$ cat config.mk
export PLATFORM = sky130hd
export DESIGN_NAME = boundaryStage
export DESIGN_NICKNAME = d
export VERILOG_FILES = /design/src/hw/predecodePkg.sv /design/src/hw/boundaryStage.sv /design/src/hw/instrClassifier.sv
export SDC_FILE = /design/constraint.sdc
export NUM_CORES = 1
export LEC_CHECK = 0
export BUFFER_PORTS_ARGS = -buffer_cell sky130_fd_sc_hd__buf_4
export CELL_PAD_IN_SITES_DETAIL_PLACEMENT = 0
export CELL_PAD_IN_SITES_GLOBAL_PLACEMENT = 2
export CORE_AREA = 2 2 684 686
export DETAILED_ROUTE_END_ITERATION = 8
export DIE_AREA = 0 0 686 688
export PLACE_DENSITY = 0.3
export SLEW_MARGIN = 20
export SYNTH_ARGS = -nofsm -noshare
export SYNTH_HDL_FRONTEND = slang
export SYNTH_SLANG_ARGS = --single-unit
$ cat constraint.sdc
create_clock -name clk -period 3.1 [get_ports clk]
set_input_delay 0.62 -clock clk [delete_from_list [all_inputs] [get_ports clk]]
set_output_delay 0.62 -clock clk [all_outputs]
set_load 0.03 [all_outputs]
$ cat src/hw/predecodePkg.sv
`default_nettype none

package predecodePkg;

  // bundle geometry
  localparam int parcelCount = 15;
  localparam int parcelBits  = 16;
  localparam int maxParcels  = 5;  // longest instruction, in parcels
  localparam int instrBits   = maxParcels * parcelBits;
  localparam int magicBits   = 4;
  localparam int offBits     = 4;

  localparam int bundleBits  = 256;
  localparam int endMarkLsb  = parcelCount * parcelBits;  // end marks sit above the parcels

  typedef logic [bundleBits-1:0] bundleT;  // bit 255 unused

  // opcode groups, both encodings decode into these
  typedef enum logic [3:0] {
    grpNone,
    grpAlu,
    grpMul,
    grpShift,
    grpCmp,
    grpLoad,
    grpStore,
    grpCondJump,
    grpJump,
    grpIndirJump,
    grpFpu,
    grpSys
  } opGroupT;

  typedef struct packed {
    logic jump;
    logic indir;   // target from a register
    logic alu;
    logic shift;
    logic mul;
    logic load;
    logic store;
    logic fpu;
    logic sys;
  } instrClassT;

  // one decoded instruction as it leaves the predecoder
  typedef struct packed {
    instrClassT           cls;
    logic [magicBits-1:0] magic;
    logic [instrBits-1:0] instr;
    logic [offBits-1:0]   off;    // parcel of the first instruction word
  } instrSlotT;

  typedef struct packed {
    logic      valid;
    instrSlotT slot;
  } candidateT;

endpackage

`default_nettype wire
$ cat src/hw/boundaryStage.sv
`timescale 1ns/1ps
`default_nettype none

module boundaryStage (
  input  wire                                                   clk,
  input  wire                                                   reset,
  input  wire predecodePkg::bundleT                             bundle,
  input  wire [predecodePkg::offBits-1:0]                       startOff,
  output predecodePkg::candidateT [predecodePkg::parcelCount-1:0] candidates,
  output logic                                                  startOffBad
);
  import predecodePkg::*;

  localparam int padBits = (maxParcels - 1) * parcelBits;

  logic [parcelCount-1:0]            endMark;
  logic [parcelCount-1:0]            isStart;
  logic [endMarkLsb+padBits-1:0]     parcelsExt;
  logic [parcelCount+magicBits-2:0]  endExt;
  logic [magicBits-1:0]              magicK [parcelCount];
  instrClassT                        clsK [parcelCount];
  candidateT [parcelCount-1:0]       candNext;

  assign endMark = bundle[endMarkLsb +: parcelCount];

  // parcel 0 always starts, parcel k starts after an end at k-1
  assign isStart = {endMark[parcelCount-2:0], 1'b1};

  // windows near the top run into zero parcels
  assign parcelsExt = {{padBits{1'b0}}, bundle[endMarkLsb-1:0]};

  // missing end marks read as no end, so magic sees ones there
  assign endExt = {{(magicBits-1){1'b0}}, endMark};

  for (genvar k = 0; k < parcelCount; k++) begin : genParcel
    assign magicK[k] = ~endExt[k +: magicBits];

    instrClassifier classifier_i (
      .window(parcelsExt[k*parcelBits +: instrBits]),
      .magic (magicK[k]),
      .cls   (clsK[k])
    );
  end

  always_comb begin
    for (int k = 0; k < parcelCount; k++) begin
      candNext[k].valid      = isStart[k] && (offBits'(k) >= startOff);  // below startOff dropped
      candNext[k].slot.cls   = clsK[k];
      candNext[k].slot.magic = magicK[k];
      candNext[k].slot.instr = parcelsExt[k*parcelBits +: instrBits];
      candNext[k].slot.off   = offBits'(k);
    end
  end

  always_ff @(posedge clk) begin
    for (int k = 0; k < parcelCount; k++) begin
      candidates[k].slot <= candNext[k].slot;
    end
    if (reset) begin
      for (int k = 0; k < parcelCount; k++) begin
        candidates[k].valid <= 1'b0;
      end
      startOffBad <= 1'b0;
    end else begin
      for (int k = 0; k < parcelCount; k++) begin
        candidates[k].valid <= candNext[k].valid;
      end
      // offset 15 is past the last parcel, flagged downstream
      startOffBad <= (startOff == {offBits{1'b1}});
    end
  end

endmodule

`default_nettype wire

$ cat src/hw/instrClassifier.sv
`timescale 1ns/1ps
`default_nettype none

module instrClassifier (
  input  wire [predecodePkg::instrBits-1:0] window,
  input  wire [predecodePkg::magicBits-1:0] magic,
  output predecodePkg::instrClassT          cls
);
  import predecodePkg::*;

  logic [7:0] opMain;
  logic [5:0] opSub;
  opGroupT    grp;

  assign opMain = window[7:0];
  assign opSub  = window[5:0];

  // magic bit 0 set means the first parcel does not end the instruction
  always_comb begin
    grp = grpNone;
    if (magic[0]) begin
      if (opMain <= 8'd31) begin
        grp = opMain[2] ? grpMul : grpAlu;
      end else if (opMain inside {[8'd40:8'd45]}) begin
        grp = grpShift;
      end else if (opMain inside {[8'd46:8'd51]}) begin
        grp = grpCmp;
      end else if (opMain inside {[8'd64:8'd127]}) begin
        grp = opMain[0] ? grpStore : grpLoad;  // odd opcodes store
      end else if (opMain inside {[8'd160:8'd180]}) begin
        grp = grpCondJump;
      end else if (opMain == 8'd181) begin
        grp = grpJump;
      end else if (opMain == 8'd182) begin
        grp = grpIndirJump;
      end else if (opMain inside {[8'd240:8'd243]}) begin
        grp = grpFpu;
      end else if (opMain == 8'd255) begin
        grp = grpSys;
      end
    end else begin
      // short form covers the whole 6-bit space
      if (opSub <= 6'd31) begin
        grp = grpAlu;
      end else if (opSub <= 6'd47) begin
        grp = grpShift;
      end else if (opSub <= 6'd51) begin
        grp = grpCondJump;
      end else begin
        grp = grpFpu;
      end
    end
  end

  always_comb begin
    cls = '0;
    case (grp)
      grpAlu, grpCmp: cls.alu = 1'b1;
      grpMul:         cls.mul = 1'b1;
      grpShift:       cls.shift = 1'b1;
      grpLoad:        cls.load = 1'b1;
      grpStore:       cls.store = 1'b1;
      grpCondJump: begin
        cls.jump = 1'b1;
        cls.alu  = 1'b1;  // condition evaluated in an alu
      end
      grpJump:        cls.jump = 1'b1;
      grpIndirJump: begin
        cls.jump  = 1'b1;
        cls.indir = 1'b1;
      end
      grpFpu:         cls.fpu = 1'b1;
      grpSys:         cls.sys = 1'b1;
      default:        cls = '0;
    endcase
  end

endmodule

`default_nettype wire

==> results.json <==
{
  "status": "finished, final reports clean",
  "floorplan.core_area_sq_um": 465000,
  "critical_path_slowest_stage_cell": "sky130_fd_sc_hd__dfxtp_1",
  "worst-path-max-fanout": 5,
  "vdd_ir_drop_max_mv": 0.334,
  "area_growth_pct": 76.8,
  "worst_slew_margin_rel": 0.243,
  "postSynthRegisterBits": 406,
  "detailed_route_via_count": 19800,
  "cp.required_ps": 2480,
  "cts_buffer_count": 75,
  "final_common_cell": "sky130_fd_sc_hd__buf_4",
  "maximum_number_of_pins_on_one_net_before_global_route_repair": 16,
  "timing.fmax_mhz": 374,
  "clock_tree_from_tritoncts": "yes",
  "yosys_warnings": 0,
  "drt-pass1-iter-count": 5,
  "remaining_drcs": 0,
  "final_layout_size_suffix_gt1_frac": 0.494,
  "clock_sink_count": 406,
  "grt_overflow": 0,
  "synth_enable_flop_cells": 0,
  "cp_startpoint_kind": "register",
  "ios": 1733,
  "ctsResizeCount": 0,
  "worst_path_dominant_cell_family": "flip-flops",
  "synth_ff_type": "sky130_fd_sc_hd__dfxtp_1",
  "clock_slew_at_reported_path_ffs_ps": 50,
  "most-common-layout-cells": "1,557 x sky130_fd_sc_hd__buf_4, 406 x sky130_fd_sc_hd__dfxtp_1, 241 x sky130_fd_sc_hd__dlygate4sd3_1",
  "arr_time_crit_path_ps": 2060,
  "worst_setup_path_end_kind": "output port",
  "seq_area_frac_synth": 0.366,
  "post_synth.cell_area_avg_sq_um": 8.96,
  "avgViaCountPerCell": 2.04,
  "total_leakage_power_nw": 16.1,
  "whs_ps": 128,
  "cts_hold_buffers": 241,
  "ctsHtreeMaxLevel": 3,
  "cp_num_buf_inv": 1,
  "place.gp.congestion": 0.708,
  "setup_violations": 0,
  "timing.final.max_slew_violations": 0,
  "setup.worst_path.class": "register to output port",
  "final_worst_path_cycle_share": 0.863,
  "violation_count_after_the_first_detailed_routing_iteration": 829,
  "port_buffers": 1505,
  "die_w_um": 686,
  "antenna_found_initial": 53,
  "post_cts_buffers": 0,
  "setup_total_negative_slack_ps": 0,
  "max_stage_delay_ps": 900,
  "route.detailed.wl_per_inst_um": 18.9,
  "row_count": 251,
  "die-height_um": 688,
  "period_needed_ps": 2680,
  "final_net_count": 3708,
  "worstMarginPinSlew_ps": 1130,
  "synthArstFlopShare": 0,
  "cts-root-to-sink-buffers": 4,
  "rsz0062_at_grt": "no",
  "wire_length_of_the_first_global_routing_pass_um": 222000,
  "clk_root_buffer_cell": "sky130_fd_sc_hd__clkbuf_16",
  "synth_area_sq_um": 22200,
  "final-hold-violation-count": 0,
  "initial_core_util": 0.0477,
  "drv.max_cap_violation_count": 0,
  "fp.dieArea_sq_um": 472000,
  "dp_hpwl_um": 158000,
  "hold_class": "input port to register",
  "synth_cell_types": 93,
  "cellPowerDensity_nw_per_um2": 524,
  "grt_pass1_vias": 18900,
  "route.antenna.remaining_nets": 0,
  "drt-total-wl_um": 183000,
  "crit_path_cell_trace": "buf_4",
  "postSynthCellCount": 2476,
  "grt.total_usage": 0.0729
}
## synthesized netlist by cell type, drive strengths merged, types with 6 or more instances
library cell / count / area (sq um)
xnor2: 10 / 87.6
o211ai: 21 / 158
nand2: 75 / 282
nor4: 7 / 56.3
o221ai: 6 / 52.6
o21ai: 79 / 399
nand3b: 7 / 52.6
nor2b: 20 / 125
nand4: 23 / 144
a31oi: 16 / 106
a22oi: 10 / 75.1
a21o: 16 / 120
or3: 14 / 87.6
nand2b: 44 / 275
o21bai: 11 / 82.6
a221oi: 8 / 95.1
dfxtp: 406 / 8130
a2111oi: 6 / 60.1
o211a: 11 / 110
buf: 1077 / 8070
nor4bb: 7 / 70.1
a311oi: 6 / 52.6
or2: 19 / 119
nor3: 44 / 220
a31o: 8 / 70.1
o22ai: 11 / 68.8
nor2: 120 / 450
nor3b: 24 / 185
and2: 11 / 68.8
and3: 15 / 93.8
o31ai: 13 / 103
clkbuf: 54 / 204
o21a: 8 / 60.1
a21oi: 43 / 215
and4b: 11 / 110
or3b: 9 / 78.8
mux2i: 8 / 80.1
inv: 56 / 210
nand4b: 6 / 52.6
and4: 9 / 78.8
a211oi: 24 / 190
nand3: 27 / 140
xor2: 9 / 78.8
## state kept, by name (all words and copies together) (netlist names)
| name | count |
|---|---|
| startOffBad | 1 |
| candidates | 405 |
## final cells by class
type | count | area (sq um)
Clock inverter | 31 | 407
Antenna cell | 16 | 40.0
Fill cell | 54200 | 426000
Multi-Input combinational cell | 1107 | 6440
Tap cell | 6198 | 7750
Timing Repair Buffer | 1800 | 14100
Sequential cell | 406 | 8130
Inverter | 56 | 210
Clock buffer | 99 | 2100
## routing by layer
layer	share of wire	wire [um]	vias up	GRT usage
met3	0.055	10100	180	0.0166
met5	0.00037	67	-	0
met1	0.39	71300	9669	0.0823
met2	0.52	95000	978	0.133
met4	0.037	6840	10	0.0266
li1	-	-	9000	-
## per-stage QoR
step | setup slack [ps] | util | std cells | area (sq um) | total power [mW]
2_1_floorplan | 735 | - | 2700 | 23000 | 9.62
3_3_place_gp | 93.0 | 0.0736 | 9326 | 34300 | 11.6
3_5_place_dp | 214 | 0.0736 | 9326 | 34300 | 11.6
4_1_cts | 130 | 0.0842 | 9697 | 39200 | 21.5
5_1_grt | 201 | 0.0843 | 9704 | 39200 | 21.7
6_report | 424 | 0.0843 | 9713 | 39200 | 20.5
## power breakdown
group	internal (mW)	total [mW]	switching [mW]	leakage, nW
Clock	5.42	8.98	3.56	1.22
Sequential	5.52	6.03	0.511	3.39
Combinational	1.80	5.52	3.72	11.5
## logic make-up after synthesis
logic type / synth area share
and+or+nand+nor: 0.128
AOI/OAI and AO/OA: 0.112
DFF: 0.366
buffers and inverters: 0.382
muxes: 0.00361
other: 0.000338
xor gates and xnor gates: 0.00750
## worst paths after layout
| kind | from | end | slack, ps | depth (start not counted) |
|---|---|---|---|---|
| min | bundle[251] | candidates[1170]$_DFF_P_ | 130 | 2 |
| max | candidates[888]$_DFF_P_ | candidates[642] | 420 | 1 |
Power figures use the tool's default switching activity.
